File: src/hdl/isa_pkg.sv
package isa_pkg;

	// machine word width for rv64
	localparam int XLEN = 64;

	// architectural integer registers, x0 included
	localparam int AREG_NUM = 32;

	// bits needed to name one architectural register
	localparam int AREG_ADDR_W = $clog2(AREG_NUM);

	// one data word, used for results, pc and counters
	typedef logic [XLEN-1:0] u64;

	// architectural register index
	// x0 is the hard-wired zero register
	typedef logic [AREG_ADDR_W-1:0] areg_addr_t;

endpackage

File: src/hdl/retire_pkg.sv
package retire_pkg;

	// retire buffer entries, must be a power of two
	localparam int DEFAULT_DEPTH = 8;

	// source read port pairs on the register file
	localparam int DEFAULT_READ_PORTS = 2;

	// cycles the input stays closed after a flush
	localparam int DEFAULT_FLUSH_CYCLES = 4;

	// per-instruction control flags carried to retire
	typedef struct packed {
		// result goes to the register file
		logic regwrite;
		// instruction traps, nothing is written or counted
		logic exception;
	} retire_ctl_t;

	// one completed instruction waiting to retire
	typedef struct packed {
		isa_pkg::u64 pc;
		isa_pkg::areg_addr_t dst;
		isa_pkg::u64 data;
		retire_ctl_t ctl;
	} retire_entry_t;

	// retire sequencing states
	// FLUSH is a single cycle, WAIT covers the redirect
	typedef enum logic [1:0] {
		RUN = 2'd0,
		FLUSH = 2'd1,
		WAIT = 2'd2
	} retire_state_t;

endpackage

File: src/hdl/retire_ctrl.sv
`timescale 1ns/1ps

module retire_ctrl (
	input logic clk,
	input logic rst,
	input logic retire_fire,
	input logic head_exception,
	input logic timer_done,
	output logic flush,
	output logic accept_en,
	output logic timer_start
);
	import retire_pkg::*;

	retire_state_t state;
	retire_state_t state_nxt;

	// next state
	always_comb begin
		state_nxt = state;
		case (state)
			RUN: begin
				// trapping instruction just left the buffer
				if (retire_fire && head_exception) begin
					state_nxt = FLUSH;
				end
			end
			FLUSH: begin
				// single cycle, clear happens at its end
				state_nxt = WAIT;
			end
			WAIT: begin
				// front end redirect window over
				if (timer_done) begin
					state_nxt = RUN;
				end
			end
			default: begin
				state_nxt = RUN;
			end
		endcase
	end

	// state and registered outputs
	// outputs follow state_nxt so they line up with the state
	always_ff @(posedge clk) begin
		if (rst) begin
			state <= RUN;
			flush <= 1'b0;
			accept_en <= 1'b1;
		end else begin
			state <= state_nxt;
			flush <= (state_nxt == FLUSH);
			// closes right after the exception retires
			accept_en <= (state_nxt == RUN);
		end
	end

	// timer launches in the same cycle as the flush pulse
	assign timer_start = flush;

endmodule

File: config.mk
export PLATFORM = sky130hd
export DESIGN_NAME = retire_ctrl
export DESIGN_NICKNAME = d
export VERILOG_FILES = /design/src/hdl/isa_pkg.sv /design/src/hdl/retire_pkg.sv /design/src/hdl/retire_ctrl.sv
export SDC_FILE = /design/constraint.sdc
export NUM_CORES = 1
export LEC_CHECK = 0
export BUFFER_PORTS_ARGS = -buffer_cell sky130_fd_sc_hd__buf_4
export CORE_AREA = 3 3 40 42
export CTS_BUF_LIST = sky130_fd_sc_hd__clkbuf_4 sky130_fd_sc_hd__clkbuf_8
export DETAILED_ROUTE_END_ITERATION = 10
export DIE_AREA = 0 0 43 45
export SYNTH_ARGS = -nofsm -noshare
export SYNTH_HDL_FRONTEND = slang
export SYNTH_SLANG_ARGS = --single-unit
File: constraint.sdc
create_clock -name clk -period 2 [get_ports clk]
set_input_delay 0.1 -clock clk [delete_from_list [all_inputs] [get_ports clk]]
set_output_delay 0.1 -clock clk [all_outputs]
set_load 0.01 [all_outputs]
# Word level (Yosys, flattened, before mapping)
# Index checks and enable logic that the tools add are counted.
totals:
  regBits: 4
  in_bits: 5
  output_inout_bits: 3
  word_cells: 12
op_classes:
  n_eq_ne: 3
  muxes: 3
  n_reduce_logical: 3
op_table:
  columns: ["operator", "n"]
  rows:
  - ["one-hot mux 2 bit (3 select lines)", 1]
  - ["equality test 2 x 1 -> 1 bit, second input constant", 2]
  - ["zero test 2 bit", 2]
  - ["two-way mux 2 bit", 2]
  - ["equality test 2 bit, second input constant", 1]
  - ["logical AND 1 bit", 1]

# Depth between registers and ports, before layout
logic_depth:
  ltp_word: 4
  depth_mapped: 2

# Least setup slack after synthesis
# Ideal clock, no wire load.
synth_path:
  kind: "reg2reg"
  start: "register state[1]"
  end: "register state[1]"
  setup_ns: 0.066
  arrival_time_ns: 0.823
  required_ns: 1.934
  path_slack_ns: 1.111
  path_stages_with_launch: 3
  path_cell_list: "dfxtp_1 -> or3b_1 -> a21oi_2"
synth_via:
  elab_chain_cells: 2
  word_cells_on_any_way: 6
  cone_classes: "eq/ne (2); mux (3); reduce/logical (1)"
synth_lines:
  columns: ["item", "line_no", "source"]
  rows:
  - ["start, declared", "retire_ctrl.sv:15", "retire_state_t state;"]
  - ["start signal, assigned", "retire_ctrl.sv:52", "state <= state_nxt;"]
  - ["equality test 2 bit (tied with other cells)", "retire_ctrl.sv:21", "case (state)"]
  - ["one-hot mux 2 bit (3 select lines) (*)", "retire_ctrl.sv:21", null]
# Mark *: on every way between the ends. The rest lies on a longest branch, timed or not.
# A chain may end at the register's enable or synchronous reset.

# Worst setup path in the final report
# Same ends and word-level chain as after synthesis.

==> key figures <==
Run status
  – Outcome: completed

Layout
  – Nets: 30
  – Layout cells sized above 1: 47.8%
  – Diode count: 0
  – Fin util: 18.2%
  – P&R area growth vs syn: 58.5%

Yosys
  – Yosys reg bits: 4
  – Sequential area share after synthesis: roughly 54%
  – Synth Net Count: 19
  – Syn. warnings: 0
  – Synthesized instance count: 14
  – Distinct cells, synth: 10
  – Post-Syn Area: between 100 and 150 um2
  – Mean post-synth cell area: roughly 11 um2

Place
  – Buffers on Ports: 7
  – Placer Congestion: about 0.64

STA
  – RSZ-0062 raised after global routing: no
  – Post-route minimum period: about 950 ps
  – Slew HR: approximately 85%
  – Fmax: about 1100 MHz
  – Final Hold Fails: 0
  – TNS Setup: 0 ps
  – Period utilization: approximately 47%
  – Final Slew Violations: 0
  – Final setup viols: 0
  – Slew @ Worst Pin: ~220 ps
  – Worst Clk Skew: ~0.43 ps

Pwr
  – Max IR drop VDD: approximately 300 uV
  – Clk network pwr share: between 40 and 50%
  – Leak: 0.0960 nW
  – Sw Pwr: between 0.00004 and 0.00005 W
  – Combinational Power Share: 9.6%
  – Flop pwr share: a little over two fifths
  – Switching share of power: 20.9%
  – Power Internal: 0.000163 W
  – Power Density: about 880 nW/um2

CTS
  – CTS Buffer Depth: 2
  – CTS tree: yes
  – Number of clock buffers inserted by TritonCTS: 3
  – Clk_lat worst skew: around 230 ps
  – Post-CTS setup repair buffer count: 0
  – Clock Sinks: 4
  – Htree depth: 1
  – CTS Root Cell: clkbuf_4
  – Worst-path clk slew: roughly 40 ps
  – Cts hold-fix bufs: 0
  – Post-CTS sizing: 0

GRT
  – Number of global-route vias before repair: between 100 and 150
  – Pin count of the biggest net entering global routing: 7
  – GRT Resource Usage Total: 4.66%
  – Antenna violations before repair: 0
  – First-pass GRT wire length: 538 um
  – GRT Residual Overflow: 0

Drt
  – DRT Wirelength: 335 um
  – DR WL/cell: roughly 8.8 um
  – DRC: 0
  – Initial DRC Count: 0
  – DRT Pass-1 Iters: 1
  – Routed Antenna Nets: 0
  – Routed vias: 140
  – Vias per cell: 3.68

Setup path
  – Worst Path Required: between 2000 and 2500 ps
  – CP Launch Type: register
  – Crit. End Element: register
  – Max FO, Critical Path: 6
  – Worst setup path category: reg -> reg
  – CP arrival: 1120 ps

Hold path
  – Hold WC Path Type: in -> reg

Run
  – Max Cap Violations: 0

Floorplanning
  – Total core area: between 1000 and 1500 um2
  – FP Rows: 13
  – Total die area: roughly 1900 um2
  – Die width: approximately 43 um
  – Number of I/O pins: 8
  – Die Y-Extent: roughly 45 um
  – Initial Util: between 10% and 20%
==> logic make-up (layout without fill, tap and decap cells) <==
| kind of cell | count (synthesis) | after routing | share of synthesized area [%] |
|---|---|---|---|
| flops | 4 | 4 | 54.2 |
| buf+inv | 1 | 10 | 5.09 |
| compound gates | 3 | 3 | 17.0 |
| simple gates | 6 | 6 | 23.7 |
==> layer usage <==
metal | vias to the layer above | track usage, % | wire length (um)
li1 | 68 | - | -
met4 | 0 | 3.61 | 8
met2 | 6 | 6.89 | 156
met5 | - | 0 | 0
met3 | 2 | 5.98 | 51
met1 | 64 | 2.89 | 118
==> cell usage in the layout, fill, tap and decap left out <==
cell type and n:
buf_4 7, dfxtp_1 4, clkbuf_4 3, nor4_1 2
nand2_1 1, nor2_1 1, o21a_1 1, a211o_1 1
or3b_1 1, nand2b_1 1, a21oi_2 1
==> final timing paths <==
check,from,to,slack (ps),depth (start not counted)
worst max-delay path,state[1]$_SDFF_PP0_,state[1]$_SDFF_PP0_,1050,2
worst min-delay path,rst,state[1]$_SDFF_PP0_,50,2
worst max register to register,state[1]$_SDFF_PP0_,state[1]$_SDFF_PP0_,1050,2
worst min register to register,state[1]$_SDFF_PP0_,state[0]$_SDFF_PP0_,520,1
==> cell type report <==
| cell class | instances | area [um2] |
|---|---|---|
| Multi-Input combinational cell | 9 | 60.1 |
| Clock buffer | 3 | 22.5 |
| Sequential cell | 4 | 80.1 |
| Fill cell | 144 | 1050 |
| Timing Repair Buffer | 7 | 52.6 |
| Tap cell | 15 | 18.8 |
==> flip-flops by register name, indices dropped and copies added, names as in the netlist <==
signal	count
accept_en	1
state	2
flush	1
==> power by group through the flow <==
stage,registers [W],clock network [W],logic (W)
floorplan,0.0000890,0,0.00000712
global placement,0.0000881,0,0.0000198
detailed placement,0.0000882,0,0.0000199
CTS,0.0000871,0.000103,0.0000201
global route,0.0000876,0.000109,0.0000214
finish,0.0000871,0.0000996,0.0000197
==> stage by stage <==
step	std cells	worst slack [ps]	cell area (um2)	power, W	hold slack [ps]
final	38	1050	234	0.000206	52.0
after global routing	38	974	234	0.000218	48.0
after CTS	38	1050	234	0.000211	44.9
after detailed placement	35	1070	211	0.000108	293
after global placement	35	1090	211	0.000108	289
after floorplan	14	1110	148	0.0000961	162
==> cell usage after synthesis <==
library cell / count / share of area [%]
nor4_1: 2 / 8.5
a211o_1: 1 / 5.9
or3b_1: 1 / 5.9
o21a_1: 1 / 5.1
buf_4: 1 / 5.1
a21oi_2: 1 / 5.9
nand2b_1: 1 / 4.2
nor2_1: 1 / 2.5
dfxtp_1: 4 / 54
nand2_1: 1 / 2.5
==> worst max-delay path, cell delays in order (launching register included) <==
cell	delay [ps]
dfxtp_1	390
or3b_1	380
a21oi_2	110
Power figures use the tool's default switching activity.
