**config.mk**
```make
export PLATFORM = sky130hd
export DESIGN_NAME = retire_counters
export DESIGN_NICKNAME = d
export VERILOG_FILES = /design/src/hdl/isa_pkg.sv /design/src/hdl/retire_pkg.sv /design/src/hdl/retire_counters.sv
export SDC_FILE = /design/constraint.sdc
export NUM_CORES = 1
export LEC_CHECK = 0
export BUFFER_PORTS_ARGS = -buffer_cell sky130_fd_sc_hd__buf_4
export CORE_MARGIN = 4
export CORE_UTILIZATION = 59
export CTS_CLUSTER_DIAMETER = 30
export DETAILED_ROUTE_END_ITERATION = 8
export PLACE_DENSITY = 0.95
export SYNTH_ARGS = -nofsm -noshare
export SYNTH_HDL_FRONTEND = slang
export SYNTH_SLANG_ARGS = --single-unit
```
**constraint.sdc**
```tcl
create_clock -name clk -period 3.35 [get_ports clk]
set_input_delay 0.67 -clock clk [delete_from_list [all_inputs] [get_ports clk]]
set_output_delay 0.67 -clock clk [all_outputs]
set_load 0.02 [all_outputs]
```
**src/hdl/isa_pkg.sv**
```systemverilog
package isa_pkg;

	// machine word width for rv64
	localparam int XLEN = 64;

	// architectural integer registers, x0 included
	localparam int AREG_NUM = 32;

	// bits needed to name one architectural register
	localparam int AREG_ADDR_W = $clog2(AREG_NUM);

	// one data word, used for results, pc and counters
	typedef logic [XLEN-1:0] u64;

	// architectural register index
	// x0 is the hard-wired zero register
	typedef logic [AREG_ADDR_W-1:0] areg_addr_t;

endpackage

```
**src/hdl/retire_pkg.sv**
```systemverilog
package retire_pkg;

	// retire buffer entries, must be a power of two
	localparam int DEFAULT_DEPTH = 8;

	// source read port pairs on the register file
	localparam int DEFAULT_READ_PORTS = 2;

	// cycles the input stays closed after a flush
	localparam int DEFAULT_FLUSH_CYCLES = 4;

	// per-instruction control flags carried to retire
	typedef struct packed {
		// result goes to the register file
		logic regwrite;
		// instruction traps, nothing is written or counted
		logic exception;
	} retire_ctl_t;

	// one completed instruction waiting to retire
	typedef struct packed {
		isa_pkg::u64 pc;
		isa_pkg::areg_addr_t dst;
		isa_pkg::u64 data;
		retire_ctl_t ctl;
	} retire_entry_t;

	// retire sequencing states
	// FLUSH is a single cycle, WAIT covers the redirect
	typedef enum logic [1:0] {
		RUN = 2'd0,
		FLUSH = 2'd1,
		WAIT = 2'd2
	} retire_state_t;

endpackage

```
**src/hdl/retire_counters.sv**
```systemverilog
`timescale 1ns/1ps

module retire_counters #(
	parameter int FLUSH_CYCLES = retire_pkg::DEFAULT_FLUSH_CYCLES
) (
	input logic clk,
	input logic rst,
	input logic retire_fire,
	input logic head_exception,
	input logic timer_start,
	output isa_pkg::u64 instret,
	output logic timer_done
);
	// wide enough to hold FLUSH_CYCLES itself
	localparam int TMR_W = (FLUSH_CYCLES > 0) ? $clog2(FLUSH_CYCLES + 1) : 1;

	logic [TMR_W-1:0] tmr;
	logic tmr_busy;

	// retired instruction count
	// trapping instructions do not count
	always_ff @(posedge clk) begin
		if (rst) begin
			instret <= '0;
		end else if (retire_fire && !head_exception) begin
			instret <= instret + 1'b1;
		end
	end

	// flush wait down-counter
	always_ff @(posedge clk) begin
		if (rst) begin
			tmr <= '0;
			tmr_busy <= 1'b0;
		end else if (timer_start) begin
			tmr <= TMR_W'(FLUSH_CYCLES);
			tmr_busy <= 1'b1;
		end else if (tmr_busy) begin
			// stop once zero has been reported
			if (tmr == '0) begin
				tmr_busy <= 1'b0;
			end else begin
				tmr <= tmr - 1'b1;
			end
		end
	end

	// one cycle pulse on reaching zero
	assign timer_done = tmr_busy && (tmr == '0);

endmodule

```
# Word-level counts from Yosys, hierarchy flattened
# Index checks and enable logic that the tools add are counted.
word_totals:
  register_bits: 68
  latchBits: 0
  ram_bits: 0
  romBits: 0
  output_inout_bits: 65
  elab_cells: 22
  memories: 0
op_classes:
  add_sub_neg: 2
  n_mul: 0
  div_mod_pow: 0
  order_cmp: 0
  eq_ne: 1
  shift: 0
  n_mux: 6
  bitwise: 1
  reduce_logical: 8
op_table:
  columns: ["cell", "count"]
  rows:
  - ["adder 64 x 1 -> 64 bit, second input constant", 1]
  - ["2-to-1 mux 3 bit", 3]
  - ["AND reduction 2 bit", 2]
  - ["zero test 3 bit", 1]
  - ["2-to-1 mux 1 bit", 3]
  - ["subtractor 3 x 1 -> 3 bit, second input constant", 1]
  - ["logical AND 1 bit", 2]
  - ["inequality test 2 bit, second input constant", 1]
  - ["nonzero test 2 bit", 1]
  - ["OR reduction 2 bit", 1]
  - ["zero test 1 bit", 1]
  - ["inverter 1 bit", 1]

# Depth between registers and ports, before layout
depth:
  word_depth: 4
  mapped_depth: 7
  ltp_nobuf: 7

# Worst setup path before layout
# Ideal clock, no wire load.
synth_path:
  path_type: "input-to-reg"
  from: "in head_exception"
  to: "reg instret[63]"
  setup_ns: 0.121
  arrival_ns: 2.184
  required_ns: 3.229
  path_slack_ns: 1.045
  cell_stages: 6
  cell_sequence: "nand4b_1 -> nor3_1 -> nand4_1 -> clkbuf_1 -> nor4_1 -> mux2_2"
synth_between:
  elab_chain_cells: 2
synth_rtl:
  columns: ["element", "line", "source"]
  rows:
  - ["start, declared", "retire_counters.sv:9", "input logic head_exception,"]
  - ["zero test 1 bit", "retire_counters.sv:25", "end else if (retire_fire && !head_exception) begin"]
  - ["logical AND 1 bit", "retire_counters.sv:25", null]
  - ["end signal, assigned", "retire_counters.sv:26", "instret <= instret + 1'b1;"]
  - ["end, declared", "retire_counters.sv:11", "output isa_pkg::u64 instret,"]
# No other way between the ends.
# A chain may end at the register's enable or synchronous reset.

# Final worst setup path
layout_path:
  from: "reg instret[20]"
  to: "reg instret[56]"
layout_between:
  elab_chain_cells: 1
layout_rtl:
  columns: ["element", "line"]
  rows:
  - ["adder 64 x 1 -> 64 bit", "retire_counters.sv:26"]
# No other way between the ends.

==> summary.md <==
| Metric | Value |
|---|---|
| Async SR Flop Fraction | 0% |
| Hold path start | instret[57] |
| Combinational share of power | around 2.8% |
| Leakage | 1.49 nW |
| Netlist Area Pre-Place | roughly 3400 um^2 |
| CTS root buffer | clkbuf_8 |
| Clk slew on worst S/H paths | about 70 ps |
| Headroom to the max-slew limit | between 50% and 60% |
| Die width | roughly 84 um |
| Crit-path max cell delay | roughly 510 ps |
| Period utilization | 72.1% |
| Clk sinks | just under 70 |
| Setup slack at placement | approximately 700 ps |
| Final core area utilization | 74.7% |
| Post-synth EDFFs | 0 |
| WP data arrival | around 2700 ps |
| Critical-path cell list | nand4_1 > nor4_4 > nand4_1 > or4_1 > a21oi_1 |
| H-tree depth | 3 |
| Total track usage | around a quarter |
| Crit path buf inv count | 0 |
| Area share of the largest cell type after synthesis | about 40% |
| Drt total wl | around 9 mm |
| Status | finished clean |
| CTS max path bufs | 2 |
| Internal power | about 1.2 mW |
| RSZ-0062 raised after global routing | false |
| CP max-delay cell | or4_1 |
| Share of cells above drive strength 1 | between 20% and 30% |
| Mapped Avg Cell Area | around 8.4 um^2 |
| Drt initial violations | ~290 |
| Initial Utilization | about three fifths |
| # IOs | 70 |
| ANT nets after route | 0 |
| Startpoint types | flip-flop |
| Post-DP HPWL | roughly 6.2 mm |
| Kind of critical path | flip-flop to flip-flop |
| Vias in the first global route | between 3k and 4k |
| Global-route wire length before repair | 15.3 mm |
| Initial antenna violation count | 0 |
| Worst reg2reg path startpoint | instret[20] |
| Sequential share of the synthesized area | 40.3% |
| FMAX | 414 MHz |
| Clock Skews | roughly 6.4 ps |
| Most used cell, CP | nand4_1 |
| Slew at the pin closest to its max-slew limit | just over 700 ps |
| Row cnt | 27 |
| DR vias/cell | around 6.2 |
| CP top delay family | simple AND/OR/NAND/NOR gates |
| Peak supply drop | ~0.00022 V |
| Min cycle time layout | 2420 ps |
| Syn_nets | 409 |
| Main synth FF type | dfxtp_1 |
| Yosys reg bits | 68 |
| Nets | between 400 and 500 |
| Worst Setup End Kind | flip-flop |
| Post-Synthesis Cells | 401 |
| Core Region | about 5500 um^2 |
| Antenna cell count | 0 |
| Fin. Hold Viols | 0 |
| DR vias | roughly 3.4k |
| DR DRC count | 0 |
| Area delta synth->final | 22.5% |
| Crit. Startpoint | instret[20] |
| Ys Warns | 0 |
| CP required | ~3600 ps |
| Final number of setup-violating endpoints | 0 |
| Clock latency on the worst-skew pair | about 350 ps |
| Max-slew violation total from the final report | 0 |
| Post-CTS Repair Setup Buffers | 0 |
| Crit path max fanout | 8 |
| Final WS setup | between 900 and 1000 ps |
| Sw Ratio | between 20% and 30% |
| Die Height | between 80 and 90 um |
| WL/cell | 16.9 um |
| Reg power frac | between 50% and 60% |
| Yosys top cell by area | dfxtp_1 |
| Synth top area cells | dfxtp_1 40%, nor2_1 6.2%, xnor2_1 4.7%, nand4_1 4.6%, xor2_1 4.4% |
| CTS tree | built |
| Switching pwr | between 0.3 and 0.4 mW |
| Synth cell types | 43 |
| Routability cong. | between 0.9 and 1 |
| P per Cell Area | 376 nW/um^2 |
| GRT overflow | 0 |
| PortBufs | 69 |
| Quantity of gates resized following cts | 0 |
| Hold Path Class | flip-flop to flip-flop |
| Largest net degree at the start of global routing | 72 |
| Clock share of power | between 40% and 50% |
| Cts-stage hold buffer count | 0 |
| CTS Buf Count | 9 |
| Final TNS setup | 0 ps |
| Max capacitance violation total | 0 |
| Die area | around 7000 um^2 |
| Drt pass-1 iters | 5 |
| FILL cells | ~400 |
[cells in the final DEF, fill, tap and decap left out, drive strengths merged, types with 8 or more instances in the layout]
| master | n |
|---|---|
| nor4 | 15 |
| buf | 71 |
| xor2 | 17 |
| or4 | 14 |
| nand2 | 19 |
| nand4 | 28 |
| o21ai | 15 |
| nor2 | 56 |
| dfxtp | 68 |
| a21oi | 26 |
| clkbuf | 14 |
| nand3 | 26 |
| or3 | 17 |
| nor3 | 9 |
| xnor2 | 18 |
| inv | 13 |
| o31ai | 8 |
[synth_stat cells (13+ instances only)]
| cell type | number |
|---|---|
| xnor2_1 | 18 |
| nor4_1 | 14 |
| nor2_1 | 56 |
| nand4_1 | 25 |
| xor2_1 | 17 |
| or4_1 | 13 |
| nand2_1 | 19 |
| a21oi_1 | 26 |
| nand3_1 | 25 |
| inv_1 | 13 |
| dfxtp_1 | 68 |
| o21ai_0 | 15 |
| or3_1 | 16 |
[worst register-to-register path, delay by kind of cell, from the launching register on]
kind	cells	cell delay (ps)
flip-flops	1	460
AND/OR/NAND/NOR	4	1740
AO/OA/AOI/OAI	1	150
[registers in the layout (all words and copies together), names as in the netlist]
| name | cells |
|---|---|
| instret | 64 |
| tmr_busy | 1 |
| tmr | 3 |
[cells by family (layout without fill, tap and decap cells)]
group	count (synthesis)	after routing	synth area share [%]
AOI/OAI and AO/OA	56	56	9.56
xor gates and xnor gates	35	35	9.07
adders and majority gates	3	3	1.11
buffers and inverters	25	99	3.41
DFF	68	68	40.3
muxes	4	4	1.30
and+or+nand+nor	210	210	35.3
[power by group through the flow]
stage	sequential, mW	combinational [mW]	clock (mW)
2_1_floorplan	0.836	0.0294	0
3_3_place_gp	0.834	0.0417	0
3_5_place_dp	0.835	0.0432	0
4_1_cts	0.816	0.0435	0.706
5_1_grt	0.816	0.0486	0.739
6_report	0.816	0.0439	0.697
[routing by layer]
metal  share of wire [%]  GRT usage, %  vias to the layer above
li1                    -             -                     1601
met1                  39          30.5                     1612
met2                  50          46.2                      169
met3                 7.4          4.54                       33
met4                 3.5          15.8                        0
met5                   0             0                        -
[area by class of cell]
class | count | area (um^2) | area share, %
sequential | 68 | 1360 | 32.9
tap | 72 | 90.1 | 2.18
inverter | 13 | 48.8 | 1.18
timing repair buffer | 71 | 533 | 12.9
clock buffer | 14 | 173 | 4.17
multi-input combinational | 308 | 1900 | 46.0
clock inverter | 1 | 30.0 | 0.726
[per-stage QoR]
stage / instances / area, um^2 / power, mW / hold slack (ps)
2_1_floorplan: 401 / 3380 / 0.865 / 490
3_3_place_gp: 532 / 3940 / 0.876 / 478
3_5_place_dp: 532 / 3940 / 0.878 / 493
4_1_cts: 547 / 4140 / 1.57 / 497
5_1_grt: 547 / 4140 / 1.60 / 516
6_report: 547 / 4140 / 1.56 / 507
[final timing paths]
check	to	slack, ps	cells past startpoint
hold / removal	instret[57]	510	2
hold reg to reg	instret[57]	510	2
setup / recovery	instret[56]	930	5
setup reg to reg	instret[56]	930	5
Note: power is estimated with default switching activity, not from simulation.
